===== src/hw/regif_pkg.sv =====
//====================================================================
// Widths, address map and bus structs shared by the register subsystem
// Modules pull these in with a wildcard import in their header
//====================================================================
package regif_pkg;

    localparam int ADDR_W = 12;             // Byte address
    localparam int DATA_W = 32;
    localparam int STRB_W = DATA_W / 8;     // One strobe per byte

    // Bank bases, bit 8 picks the bank
    localparam logic [ADDR_W-1:0] CTRL_BASE      = 12'h000;
    localparam logic [ADDR_W-1:0] MBOX_BASE      = 12'h100;
    localparam logic [ADDR_W-1:0] CTRL_ID_OFS    = 12'h010;
    localparam logic [ADDR_W-1:0] MBOX_DATA_OFS  = 12'h000;  // Push/pop window
    localparam logic [ADDR_W-1:0] MBOX_COUNT_OFS = 12'h004;  // Fill level
    localparam logic [DATA_W-1:0] CTRL_ID_VALUE  = 32'h5245_4701;

    typedef struct packed {
        logic              write;
        logic [ADDR_W-1:0] addr;
        logic [DATA_W-1:0] wdata;
        logic [STRB_W-1:0] strb;
    } cmd_t;

    typedef struct packed {
        logic [DATA_W-1:0] rdata;
        logic              err;
    } rsp_t;

    // Register block request, one strobe per access
    typedef struct packed {
        logic              req;
        logic              is_wr;
        logic [ADDR_W-1:0] addr;
        logic [DATA_W-1:0] wr_data;
        logic [DATA_W-1:0] wr_biten;
    } regblk_req_t;

    typedef struct packed {
        logic              stall_wr;
        logic              stall_rd;
        logic              rd_ack;
        logic              rd_err;
        logic [DATA_W-1:0] rd_data;
        logic              wr_ack;
        logic              wr_err;
    } regblk_rsp_t;

endpackage


===== src/hw/apb_cmd_bridge.sv =====
//====================================================================
// APB completer, one command per transfer, pready held off until the
// matching response comes back
//====================================================================
`timescale 1ns/10ps

module apb_cmd_bridge
    import regif_pkg::*;
(
    input  logic              aclk,
    input  logic              reset,
    input  logic              psel,
    input  logic              penable,
    input  logic              pwrite,
    input  logic [ADDR_W-1:0] paddr,
    input  logic [DATA_W-1:0] pwdata,
    input  logic [STRB_W-1:0] pstrb,
    output logic              pready,
    output logic              pslverr,
    output logic [DATA_W-1:0] prdata,
    output logic              cmd_valid,
    input  logic              cmd_ready,
    output cmd_t              cmd,
    input  logic              rsp_valid,
    output logic              rsp_ready,
    input  rsp_t              rsp
);

    typedef enum logic {
        ST_ISSUE = 1'b0,    // Looking for an access phase
        ST_WAIT  = 1'b1     // Command taken, response pending
    } state_t;

    state_t state;
    state_t state_next;
    logic   access;         // Access phase on the bus
    logic   done;           // Transfer answered, no re-issue yet

    assign access = psel && penable;

    // Command straight off the APB lines
    assign cmd_valid = (state == ST_ISSUE) && access && !done;
    assign cmd       = '{write: pwrite, addr: paddr, wdata: pwdata,
                         strb: pwrite ? pstrb : '0};   // Reads carry no strobe

    assign rsp_ready = (state == ST_WAIT);
    assign pready    = (state == ST_WAIT) && rsp_valid;   // Same cycle as response
    assign prdata    = rsp.rdata;
    assign pslverr   = pready && rsp.err;

    always_comb begin
        state_next = state;
        case (state)
            ST_ISSUE: if (cmd_valid && cmd_ready) state_next = ST_WAIT;
            ST_WAIT:  if (rsp_valid) state_next = ST_ISSUE;
            default:  state_next = ST_ISSUE;
        endcase
    end

    always_ff @(posedge aclk) begin
        if (reset) begin
            state <= ST_ISSUE;
            done  <= 1'b0;
        end else begin
            state <= state_next;
            if (pready) begin
                done <= 1'b1;
            end else if (!access) begin
                done <= 1'b0;   // Idle or new setup phase
            end
        end
    end

endmodule


===== src/hw/regblk_adapter.sv =====
//====================================================================
// Command/response to register block adapter with stall retry
// Sits between the APB bridge and the bank merge
//====================================================================
`timescale 1ns/10ps

module regblk_adapter
    import regif_pkg::*;
(
    input  logic        aclk,
    input  logic        reset,
    input  logic        cmd_valid,
    output logic        cmd_ready,
    input  cmd_t        cmd,
    output logic        rsp_valid,
    input  logic        rsp_ready,
    output rsp_t        rsp,
    output regblk_req_t blk_req,
    input  regblk_rsp_t blk_rsp
);

    typedef enum logic [1:0] {
        CMD_IDLE     = 2'b00,   // Free for a new command
        CMD_WAIT_ACK = 2'b01,   // Request issued, ack due
        CMD_STALLED  = 2'b10    // Request held until stall drops
    } cmd_state_t;

    cmd_state_t  cmd_state;
    cmd_state_t  cmd_state_next;
    regblk_req_t live_req;      // Request built from the live command
    regblk_req_t r_req;         // Captured at the handshake
    logic        live_stall;
    logic        r_stall;
    logic        ack;
    logic        rsp_pend;      // Response waiting on rsp_ready

    // Byte strobes to bit enables
    function automatic logic [DATA_W-1:0] biten_of(input logic [STRB_W-1:0] strb);
        logic [DATA_W-1:0] biten;
        for (int b = 0; b < STRB_W; b++) begin
            biten[b*8 +: 8] = {8{strb[b]}};
        end
        return biten;
    endfunction

    assign live_req = '{req: cmd_valid, is_wr: cmd.write, addr: cmd.addr,
                        wr_data: cmd.wdata, wr_biten: biten_of(cmd.strb)};

    // Stall for the direction in play
    assign live_stall = cmd.write ? blk_rsp.stall_wr : blk_rsp.stall_rd;
    assign r_stall    = r_req.is_wr ? blk_rsp.stall_wr : blk_rsp.stall_rd;
    assign ack        = blk_rsp.rd_ack || blk_rsp.wr_ack;
    assign cmd_ready  = (cmd_state == CMD_IDLE);

    // ===================================================================
    // Command FSM
    // ===================================================================
    always_comb begin
        cmd_state_next = cmd_state;
        case (cmd_state)
            CMD_IDLE: begin
                if (cmd_valid) begin
                    cmd_state_next = live_stall ? CMD_STALLED : CMD_WAIT_ACK;
                end
            end
            CMD_WAIT_ACK: if (ack) cmd_state_next = CMD_IDLE;
            CMD_STALLED:  if (!r_stall) cmd_state_next = CMD_WAIT_ACK;  // Retry taken
            default:      cmd_state_next = CMD_IDLE;
        endcase
    end

    always_ff @(posedge aclk) begin
        if (reset) begin
            cmd_state <= CMD_IDLE;
        end else begin
            cmd_state <= cmd_state_next;
        end
    end

    always_ff @(posedge aclk) begin
        if (cmd_valid && cmd_ready) begin
            r_req <= live_req;
        end
    end

    // Live command when idle, held copy otherwise
    always_comb begin
        blk_req     = (cmd_state == CMD_IDLE) ? live_req : r_req;
        blk_req.req = (cmd_state == CMD_STALLED) || ((cmd_state == CMD_IDLE) && cmd_valid);
    end

    // ===================================================================
    // Response capture
    // ===================================================================
    always_ff @(posedge aclk) begin
        if (reset) begin
            rsp_pend <= 1'b0;
        end else if (!rsp_pend && ack) begin
            rsp_pend <= 1'b1;
        end else if (rsp_pend && rsp_ready) begin
            rsp_pend <= 1'b0;
        end
    end

    always_ff @(posedge aclk) begin
        if (!rsp_pend) begin
            if (blk_rsp.rd_ack) begin
                rsp <= '{rdata: blk_rsp.rd_data, err: blk_rsp.rd_err};
            end else if (blk_rsp.wr_ack) begin
                rsp <= '{rdata: '0, err: blk_rsp.wr_err};  // No data on writes
            end
        end
    end

    assign rsp_valid = rsp_pend;

endmodule


===== src/hw/ctrl_regs.sv =====
//====================================================================
// Control bank, four read/write words under bit enables plus an ID
//====================================================================
`timescale 1ns/10ps

module ctrl_regs
    import regif_pkg::*;
(
    input  logic        aclk,
    input  logic        reset,
    input  regblk_req_t req,
    output regblk_rsp_t rsp
);

    logic [DATA_W-1:0] regs [4];
    logic [7:0]        ofs;     // Offset inside the bank
    logic [1:0]        idx;     // Word select
    logic              is_reg;
    logic              is_id;
    logic              rd_hit;
    logic              wr_hit;
    logic              ack_rd;
    logic              ack_wr;
    logic              err_rd;
    logic              err_wr;
    logic [DATA_W-1:0] rdata;

    assign ofs    = req.addr[7:0];
    assign idx    = ofs[3:2];
    assign is_reg = (ofs[7:4] == 4'h0) && (ofs[1:0] == 2'b00);  // 0x0 to 0xC
    assign is_id  = (ofs == CTRL_ID_OFS[7:0]);
    assign rd_hit = req.req && !req.is_wr;
    assign wr_hit = req.req && req.is_wr;

    always_ff @(posedge aclk) begin
        if (reset) begin
            for (int i = 0; i < 4; i++) begin
                regs[i] <= '0;
            end
        end else if (wr_hit && is_reg) begin
            regs[idx] <= (regs[idx] & ~req.wr_biten) | (req.wr_data & req.wr_biten);
        end
    end

    // Ack one cycle after each request
    always_ff @(posedge aclk) begin
        if (reset) begin
            ack_rd <= 1'b0;
            ack_wr <= 1'b0;
        end else begin
            ack_rd <= rd_hit;
            ack_wr <= wr_hit;
        end
    end

    always_ff @(posedge aclk) begin
        err_rd <= !(is_reg || is_id);
        err_wr <= !is_reg;              // ID is read only
        if (is_reg) rdata <= regs[idx];
        else if (is_id) rdata <= CTRL_ID_VALUE;
        else rdata <= '0;               // Unmapped reads zero
    end

    // Never stalls
    assign rsp = '{stall_wr: 1'b0, stall_rd: 1'b0, rd_ack: ack_rd, rd_err: err_rd,
                   rd_data: rdata, wr_ack: ack_wr, wr_err: err_wr};

endmodule


===== src/hw/mbox_fifo.sv =====
//====================================================================
// Mailbox bank, FIFO behind a push/pop data window and a count word
//====================================================================
`timescale 1ns/10ps

module mbox_fifo
    import regif_pkg::*;
#(
    parameter int DEPTH = 4
) (
    input  logic        aclk,
    input  logic        reset,
    input  regblk_req_t req,
    output regblk_rsp_t rsp
);

    localparam int PTR_W = (DEPTH > 1) ? $clog2(DEPTH) : 1;
    localparam int CNT_W = $clog2(DEPTH + 1);

    logic [DATA_W-1:0] mem [DEPTH];
    logic [PTR_W-1:0]  wr_ptr;
    logic [PTR_W-1:0]  rd_ptr;
    logic [CNT_W-1:0]  count;       // Includes the staged word
    logic              pend_vld;    // Pushed word not yet in storage
    logic [DATA_W-1:0] pend_data;
    logic [7:0]        ofs;
    logic              is_data;
    logic              is_count;
    logic              full;
    logic              empty;
    logic              rd_acc;      // Read taken this cycle
    logic              wr_acc;      // Write taken this cycle
    logic              push;
    logic              pop;
    logic              ack_rd;
    logic              ack_wr;
    logic              err_rd;
    logic              err_wr;
    logic [DATA_W-1:0] rdata;

    function automatic logic [PTR_W-1:0] ptr_inc(input logic [PTR_W-1:0] p);
        return (p == PTR_W'(DEPTH - 1)) ? '0 : p + 1'b1;
    endfunction

    assign ofs      = req.addr[7:0];
    assign is_data  = (ofs == MBOX_DATA_OFS[7:0]);
    assign is_count = (ofs == MBOX_COUNT_OFS[7:0]);
    assign full     = (count == CNT_W'(DEPTH));
    assign empty    = (count == '0);
    assign rd_acc   = req.req && !req.is_wr && !pend_vld;
    assign wr_acc   = req.req && req.is_wr && !full;
    assign push     = wr_acc && is_data;            // Whole word, enables ignored
    assign pop      = rd_acc && is_data && !empty;

    always_ff @(posedge aclk) begin
        if (reset) begin
            wr_ptr   <= '0;
            rd_ptr   <= '0;
            count    <= '0;
            pend_vld <= 1'b0;
            ack_rd   <= 1'b0;
            ack_wr   <= 1'b0;
        end else begin
            pend_vld <= push;
            ack_rd   <= rd_acc;
            ack_wr   <= wr_acc;
            if (pend_vld) wr_ptr <= ptr_inc(wr_ptr);
            if (pop) rd_ptr <= ptr_inc(rd_ptr);
            if (push) count <= count + 1'b1;
            else if (pop) count <= count - 1'b1;
        end
    end

    // Storage write lands one cycle after the push
    always_ff @(posedge aclk) begin
        if (push) pend_data <= req.wr_data;
        if (pend_vld) mem[wr_ptr] <= pend_data;
        err_rd <= !(is_count || (is_data && !empty));  // Pop while empty fails
        err_wr <= !is_data;                            // Count is read only
        if (pop) rdata <= mem[rd_ptr];
        else if (is_count) rdata <= DATA_W'(count);
        else rdata <= '0;
    end

    assign rsp = '{stall_wr: full, stall_rd: pend_vld, rd_ack: ack_rd, rd_err: err_rd,
                   rd_data: rdata, wr_ack: ack_wr, wr_err: err_wr};

endmodule


===== src/hw/regblk_merge.sv =====
//====================================================================
// Steers each request to one bank by address bit 8 and folds the two
// bank responses back into one
//====================================================================
`timescale 1ns/10ps

module regblk_merge
    import regif_pkg::*;
(
    input  regblk_req_t req,
    output regblk_rsp_t rsp,
    output regblk_req_t ctrl_req,
    output regblk_req_t mbox_req,
    input  regblk_rsp_t ctrl_rsp,
    input  regblk_rsp_t mbox_rsp
);

    logic hit_ctrl;
    logic hit_mbox;

    assign hit_ctrl = (req.addr[8] == CTRL_BASE[8]);
    assign hit_mbox = (req.addr[8] == MBOX_BASE[8]);

    // Same payload to both, strobe to one
    always_comb begin
        ctrl_req     = req;
        mbox_req     = req;
        ctrl_req.req = req.req && hit_ctrl;
        mbox_req.req = req.req && hit_mbox;
    end

    always_comb begin
        // Stalls only from the addressed bank
        rsp.stall_wr = hit_mbox ? mbox_rsp.stall_wr : ctrl_rsp.stall_wr;
        rsp.stall_rd = hit_mbox ? mbox_rsp.stall_rd : ctrl_rsp.stall_rd;
        rsp.rd_ack   = ctrl_rsp.rd_ack || mbox_rsp.rd_ack;
        rsp.wr_ack   = ctrl_rsp.wr_ack || mbox_rsp.wr_ack;
        rsp.rd_err   = (ctrl_rsp.rd_ack && ctrl_rsp.rd_err) ||
                       (mbox_rsp.rd_ack && mbox_rsp.rd_err);
        rsp.wr_err   = (ctrl_rsp.wr_ack && ctrl_rsp.wr_err) ||
                       (mbox_rsp.wr_ack && mbox_rsp.wr_err);
        if (mbox_rsp.rd_ack) begin
            rsp.rd_data = mbox_rsp.rd_data;
        end else if (ctrl_rsp.rd_ack) begin
            rsp.rd_data = ctrl_rsp.rd_data;
        end else begin
            rsp.rd_data = '0;
        end
    end

endmodule


===== src/hw/regif_top.sv =====
//====================================================================
// Register subsystem top, APB in, control bank and mailbox behind it
//====================================================================
`timescale 1ns/10ps

module regif_top
    import regif_pkg::*;
#(
    parameter int MBOX_DEPTH = 4
) (
    input  logic              aclk,
    input  logic              reset,
    input  logic              psel,
    input  logic              penable,
    input  logic              pwrite,
    input  logic [ADDR_W-1:0] paddr,
    input  logic [DATA_W-1:0] pwdata,
    input  logic [STRB_W-1:0] pstrb,
    output logic              pready,
    output logic              pslverr,
    output logic [DATA_W-1:0] prdata
);

    logic        cmd_valid;
    logic        cmd_ready;
    cmd_t        cmd;
    logic        rsp_valid;
    logic        rsp_ready;
    rsp_t        rsp;
    regblk_req_t blk_req;       // Adapter to merge
    regblk_rsp_t blk_rsp;
    regblk_req_t ctrl_req;
    regblk_rsp_t ctrl_rsp;
    regblk_req_t mbox_req;
    regblk_rsp_t mbox_rsp;

    apb_cmd_bridge i_apb_cmd_bridge (
        .aclk, .reset,
        .psel, .penable, .pwrite, .paddr, .pwdata, .pstrb,
        .pready, .pslverr, .prdata,
        .cmd_valid, .cmd_ready, .cmd,
        .rsp_valid, .rsp_ready, .rsp
    );

    regblk_adapter i_regblk_adapter (
        .aclk, .reset,
        .cmd_valid, .cmd_ready, .cmd,
        .rsp_valid, .rsp_ready, .rsp,
        .blk_req, .blk_rsp
    );

    regblk_merge i_regblk_merge (
        .req      (blk_req),
        .rsp      (blk_rsp),
        .ctrl_req (ctrl_req),
        .mbox_req (mbox_req),
        .ctrl_rsp (ctrl_rsp),
        .mbox_rsp (mbox_rsp)
    );

    ctrl_regs i_ctrl_regs (
        .aclk, .reset,
        .req (ctrl_req),
        .rsp (ctrl_rsp)
    );

    mbox_fifo #(
        .DEPTH (MBOX_DEPTH)
    ) i_mbox_fifo (
        .aclk, .reset,
        .req (mbox_req),
        .rsp (mbox_rsp)
    );

endmodule


===== config.mk =====
export PLATFORM = sky130hd
export DESIGN_NAME = regif_top
export DESIGN_NICKNAME = d
export VERILOG_FILES = /design/src/hw/regif_pkg.sv /design/src/hw/apb_cmd_bridge.sv /design/src/hw/regblk_adapter.sv /design/src/hw/ctrl_regs.sv /design/src/hw/mbox_fifo.sv /design/src/hw/regblk_merge.sv /design/src/hw/regif_top.sv
export SDC_FILE = /design/constraint.sdc
export NUM_CORES = 1
export LEC_CHECK = 0
export BUFFER_PORTS_ARGS = -buffer_cell sky130_fd_sc_hd__buf_2
export CAP_MARGIN = 5
export CORE_AREA = 5 5 203 205
export CTS_CLUSTER_DIAMETER = 120
export DETAILED_ROUTE_END_ITERATION = 12
export DIE_AREA = 0 0 208 210
export HOLD_SLACK_MARGIN = 0.05
export PLACE_DENSITY = 0.73
export RECOVER_POWER = 100
export SYNTH_ARGS = -nofsm -noshare
export SYNTH_HDL_FRONTEND = slang
export SYNTH_SLANG_ARGS = --single-unit

===== constraint.sdc =====
create_clock -name aclk -period 3.9 [get_ports aclk]
set_input_delay 0.39 -clock aclk [delete_from_list [all_inputs] [get_ports aclk]]
set_output_delay 0.39 -clock aclk [all_outputs]
set_load 0.03 [all_outputs]

Word-level counts from Yosys, hierarchy flattened
Memories as Yosys holds them, arrays and structs flattened. A register that Yosys moved wholly into a read port is not among the register bits.
Index checks and enable logic that the tools add are counted.
{ "classes": {"addsub": 4, "eq_ne": 11, "muxes": 42, "bitwise": 7, "n_reduce_logical": 54} }
{ "op_table": {"columns": ["operator", "n"], "rows": [
  ["2-to-1 mux 32 bit", 5],
  ["2-to-1 mux 77 bit", 1],
  ["2-to-1 mux 33 bit", 2],
  ["AND 32 bit", 2],
  ["inverter 32 bit", 1],
  ["bitwise OR 32 bit", 1],
  ["OR reduction 32 bit", 1],
  ["2-to-1 mux 31 bit", 1],
  ["logical AND 1 bit", 25],
  ["2-to-1 mux 1 bit", 18],
  ["2-to-1 mux 2 bit", 9],
  ["zero test 1 bit", 10],
  ["2-to-1 mux 3 bit", 3],
  ["== test 8 x 3 -> 1 bit (second input constant)", 1],
  ["== test 8 x 5 -> 1 bit (second input constant)", 1],
  ["zero test 8 bit", 1],
  ["logical OR 1 bit", 8],
  ["== test 2 bit (second input constant)", 3],
  ["inequality test 2 x 1 -> 1 bit (second input constant)", 3],
  ["case mux 2 bit (3 select lines)", 1],
  ["nonzero test 2 bit", 3],
  ["adder 2 x 1 -> 2 bit (second input constant)", 2],
  ["zero test 2 bit", 2],
  ["zero test 4 bit", 1],
  ["11 further kinds", 13]
]} }
{ "word_totals": {"reg_bits": 220, "mem_bits_rw": 256, "input_bits": 53, "out_inout_bits": 34, "elab_cells": 145, "n_memories": 2} }
{ "mem_list": {"columns": ["name", "words", "word_bits", "rd", "rd_ports_with_merged_regs", "write_ports", "line", "source"], "rows": [
  ["i_ctrl_regs.regs", 4, 32, 1, 0, 4, "ctrl_regs.sv:15", "logic [DATA_W-1:0] regs [4];"],
  ["i_mbox_fifo.mem", 4, 32, 1, 1, 1, "mbox_fifo.sv:20", "logic [DATA_W-1:0] mem [DEPTH];"]
]} }

Logic depth before layout (Yosys ltp)
{ "depth": {"depth_word": 13, "ltp_mapped": 10, "ltp_nobuf": 9} }

Cells and area by module
From an unflattened synthesis, not the netlist that was laid out.
{ "hier_totals": {"hier_cells": 1561, "area_unflattened_um2": 20906.3} }
{ "modules_own_cells": {"columns": ["module", "instances", "cells_each", "area_per_inst_um2", "seq_area_each_um2"], "rows": [
  ["ctrl_regs", 1, 702, 7793.7, 4564.4],
  ["mbox_fifo", 1, 344, 7153.1, 5725.5],
  ["regblk_adapter", 1, 217, 3673.5, 2522.4],
  ["regblk_merge", 1, 206, 1582.8, 0.0],
  ["apb_cmd_bridge", 1, 92, 703.2, 40.0]
]} }

Least setup slack after synthesis
No wires, ideal clock.
{ "synth_path": {"path_kind": "register to register", "start": "register i_regblk_adapter.cmd_state[0]", "end": "register i_regblk_adapter.r_req[15] (netlist name), enable pin", "setup_ns": 0.451, "arrival_ns": 3.036, "required_time_ns": 3.449, "path_slack_ns": 0.412, "path_stages_with_launch": 6, "path_buffers": 3, "synth_period_minus_slack_ns": 3.488, "cell_sequence": "dfxtp_1 -> buf_2 -> or2_1 -> buf_2 -> clkbuf_1 -> nor2_1"} }
{ "synth_via": {"elab_chain_cells": 2} }
{ "synth_lines": {"columns": ["item", "line", "source"], "rows": [
  ["start: declaration", "regblk_adapter.sv:28", "cmd_state_t cmd_state;"],
  ["start signal: assignment", "regblk_adapter.sv:76", "cmd_state <= cmd_state_next;"],
  ["zero test 2 bit", "regblk_adapter.sv:53", "assign cmd_ready = (cmd_state == CMD_IDLE);"],
  ["logical AND 1 bit", "regblk_adapter.sv:81", "if (cmd_valid && cmd_ready) begin"],
  ["end signal: assignment", "regblk_adapter.sv:82", "r_req <= live_req;"],
  ["end: declaration", "regblk_adapter.sv:31", "regblk_req_t r_req;"]
]} }
Every way passes these cells.
A chain may end at the register's enable or synchronous reset.

==> results.sh <==
export IMPL_design_area_um2=19800
export IMPL_dr_total_vias=9367
export IMPL_grt_pass1_vias=9615
export IMPL_grt_ovfl_total=0
export IMPL_grt_setup_unrepaired="no"
export IMPL_hold_viol_final=0
export IMPL_nFillCells=3215
export IMPL_fin_cells=1755
export IMPL_wl_per_cell_um=20.5
export IMPL_dr_pass1_iters=5
export IMPL_ios=87
export IMPL_drv_slew=225
export IMPL_final_layout_size_suffix_gt1_share_pct=13.2
export IMPL_coreArea_um2=39300
export IMPL_synth_avg_cell_area_um2=16.0
export IMPL_antenna_found_initial=1
export IMPL_synth_simple_area_share_pct=9.29
export IMPL_p_leak_nw=7.10
export IMPL_switching_share_pct=21.2
export IMPL_peakVddDrop_v=0.000308
export IMPL_yosysWarnings=0
export IMPL_synth_edf_count=367
export IMPL_fin_skew_ps=22.0
export IMPL_outcome="complete, but fails checks"
export IMPL_drc_errors=0
export IMPL_crit_fanout=37
export IMPL_insertion_delay_ps=550
export IMPL_p_per_area_nw_per_um2=492
export IMPL_nNetsFinal=1255
export IMPL_rr_endpoint="i_ctrl_regs.regs[2][7]$_SDFFCE_PN0P_"
export IMPL_endpoint="i_ctrl_regs.regs[2][7]$_SDFFCE_PN0P_"
export IMPL_maxCapViolCount=7
export IMPL_synth_top_area_share_pct=63.1
export IMPL_drt_iter0_drc=913
export IMPL_relSlewSlack_pct=-46.6
export IMPL_synth_area_mux_share_pct=11.0
export IMPL_reg2reg_depth=7
export IMPL_r2r_start="i_regblk_adapter.cmd_state[0]$_SDFFE_PP0P_"
export IMPL_port_buffers=83
export IMPL_synth_top_family_by_area="multiplexers"
export IMPL_required_ps=4060
export IMPL_p_comb_share_pct=5.3
export IMPL_seqPwrFrac_pct=54.6
export IMPL_async_reset_ff_share_pct=0
export IMPL_wl_um=36000
export IMPL_switchingPower_mw=2.06
export IMPL_detail_route_vias_per_cell=5.34
export IMPL_synth_compound_area_share_pct=3.23
export IMPL_critPathCaptureType="register"
export IMPL_syn2layout_area_growth_pct=13.5
export IMPL_place_gp_congestion=0.798
export IMPL_fp_dieW_um=208
export IMPL_numCtsBuffers=41
export IMPL_ys_ff_latch=454
export IMPL_yosysTopAreaCell="edfxtp_1"
export IMPL_fin_setup_tns_ps=0
export IMPL_worstSetupPathType="register to register"
export IMPL_total_power_mw=9.74
export IMPL_cts_root_buffer="clkbuf_16"
export IMPL_postPlaceCellArea_um2=18300
export IMPL_failed_checks="capacitance limit, slew limit"
export IMPL_cts_num_sinks=454
export IMPL_post_place_cells=1643
export IMPL_finalCritPeriodShare_pct=87.2
export IMPL_grt_use_total_pct=16.2
export IMPL_cts_path_max_buffers=3
export IMPL_netlist_area_um2=17500
export IMPL_htreeDepth=2
export IMPL_synth_main_ff_cell="edfxtp_1"
export IMPL_dpl_hpwl_um=22000
export IMPL_p_int_mw=7.68
export IMPL_synth_adder_area_share_pct=0.473
export IMPL_arrival_ps=3560
export IMPL_die_area_um2=43700
export IMPL_max_freq_mhz=294
export IMPL_hp_class="primary input to register"
export IMPL_row_count=73
export IMPL_ant_nets=0
export IMPL_cts_resized=0
export IMPL_yosysUniqueCellTypes=51
export IMPL_cp_startpoint="i_regblk_adapter.cmd_state[0]$_SDFFE_PP0P_"
export IMPL_seq_area_frac_synth_pct=73.1
export IMPL_rrSetupSlack_ps=500
export IMPL_grt_max_degree=38
export IMPL_worst_slew_pin_transition_ps=2200
export IMPL_cts_clk_slew_worst_paths_ps=60
export IMPL_fin_crit_ps=3400
export IMPL_cts_tree="built"
export IMPL_worst_setup_path_start_kind="register"
export IMPL_setup_viol=0
export IMPL_fp_dieH_um=210
export IMPL_synth_xor_area_share_pct=0
export IMPL_p_clk_share_pct=40.1
export IMPL_initial_core_util_pct=44.4
export IMPL_grt_pass1_wl_um=55300
export IMPL_syn_nets=1152
export IMPL_synthesis_instances=1093
export IMPL_synth_area_leaders="edfxtp_1 (63%), dfxtp_1 (10%), mux4_2 (8.3%)"
power groups by stage:
stage	Sequential, mW	Combinational [mW]	Clock (mW)
final	5.32	0.514	3.91
after global routing	5.33	0.555	4.18
after CTS	5.32	0.528	3.96
after detailed placement	5.43	0.497	0
after global placement	5.42	0.488	0
after floorplan	5.42	0.336	0
repair_timing:
action / CTS / global route
endpoints found under the hold margin: 35 / 0
hold buffers: 35 / 0
setup buffers: 0 / 0
layout make-up:
class                      count  area, um^2  area share, %
antenna                        1        2.50         0.0126
clock buffer                  54        1100           5.58
clock inverter                22         203           1.02
inverter                       8        32.5          0.164
multi-input combinational    542        4180           21.1
sequential                   454       12800           64.4
tap                          525         657           3.32
timing repair buffer         149         868           4.38
state kept, by name, summed over array words and instances, names as in the netlist, 3 cells and up, named ones only:
name                    cells
i_regblk_adapter.rsp       33
i_mbox_fifo.pend_data      32
i_ctrl_regs.rdata          32
i_ctrl_regs.regs          128
i_regblk_adapter.r_req     46
i_mbox_fifo.count           3
i_mbox_fifo.rdata          32
i_mbox_fifo.mem           128
kinds of logic after synthesis:
family                   Yosys count
AO/OA/AOI/OAI                     71
adder cells (fa/ha/maj)            6
buffers and inverters             97
flip-flops                       454
multiplexers                     111
AND/OR/NAND/NOR                  354
synthesized netlist by cell type, types with 3 or more instances:
library cell / instances
nor3_1: 4
a21o_1: 11
ha_1: 5
a21oi_1: 7
nor2_1: 147
nor4_1: 5
and2_1: 30
mux2i_1: 41
nand2b_1: 7
inv_1: 7
buf_1: 8
a22o_1: 34
or4_4: 3
edfxtp_1: 367
nor2b_1: 3
mux2_2: 5
o21ai_0: 4
nand3_1: 5
buf_4: 34
dfxtp_1: 87
mux4_2: 64
and3_1: 31
a31oi_1: 3
nand2_1: 104
buf_2: 6
clkbuf_1: 41
worst min-delay path by stage:
stage	cells past startpoint	to	startpoint
after floorplan	0	i_mbox_fifo.mem[0][0]$_DFFE_PP_	i_mbox_fifo.pend_data[0]$_DFFE_PP_
after global placement	0	i_mbox_fifo.mem[2][16]$_DFFE_PP_	i_mbox_fifo.pend_data[16]$_DFFE_PP_
after detailed placement	0	i_mbox_fifo.mem[1][15]$_DFFE_PP_	i_mbox_fifo.pend_data[15]$_DFFE_PP_
after CTS	1	i_regblk_adapter.r_req[63]$_DFFE_PP_	pwdata[31]
after global routing	1	i_regblk_adapter.r_req[63]$_DFFE_PP_	pwdata[31]
final	3	i_apb_cmd_bridge.done$_SDFFE_PP0P_	penable
routing by layer:
layer  vias to the layer above  track usage (%)  routed length [um]
met2                       346             27.7               18200
met5                         -                0                   0
met4                         0             5.37                 959
met1                      4695             21.3               14400
li1                       4261                -                   -
met3                        65             2.92                2400
critical path, stage by stage, from the launching register on:
cell and delay (ps):
dfxtp_1 400, or2_0 290, buf_4 300, o32a_1 430, nor3_1 510, nand4b_1 220
nand2b_1 120, clkbuf_2 710
placed cells by master (no fill, tap or decap), drive strengths merged, types with 11 or more instances in the layout:
cell type    Yosys  layout
mux4            64      64
nor2           148     148
and3            31      31
buf             48      26
a21o            11      11
clkinv           0      17
edfxtp         367     367
dfxtp           87      87
and2            30      30
nand2          104     104
a22o            34      34
clkbuf          41     142
mux2i           41      41
dlygate4sd3      0      35
metrics by stage:
step	hold WS [ps]	worst slack, ps	utilization [%]
finish	134	500	50.4
global route	120	258	50.4
CTS	58.3	577	50.9
detailed placement	482	448	46.7
global placement	467	531	46.7
floorplan	459	412	-
Power figures use the tool's default switching activity.
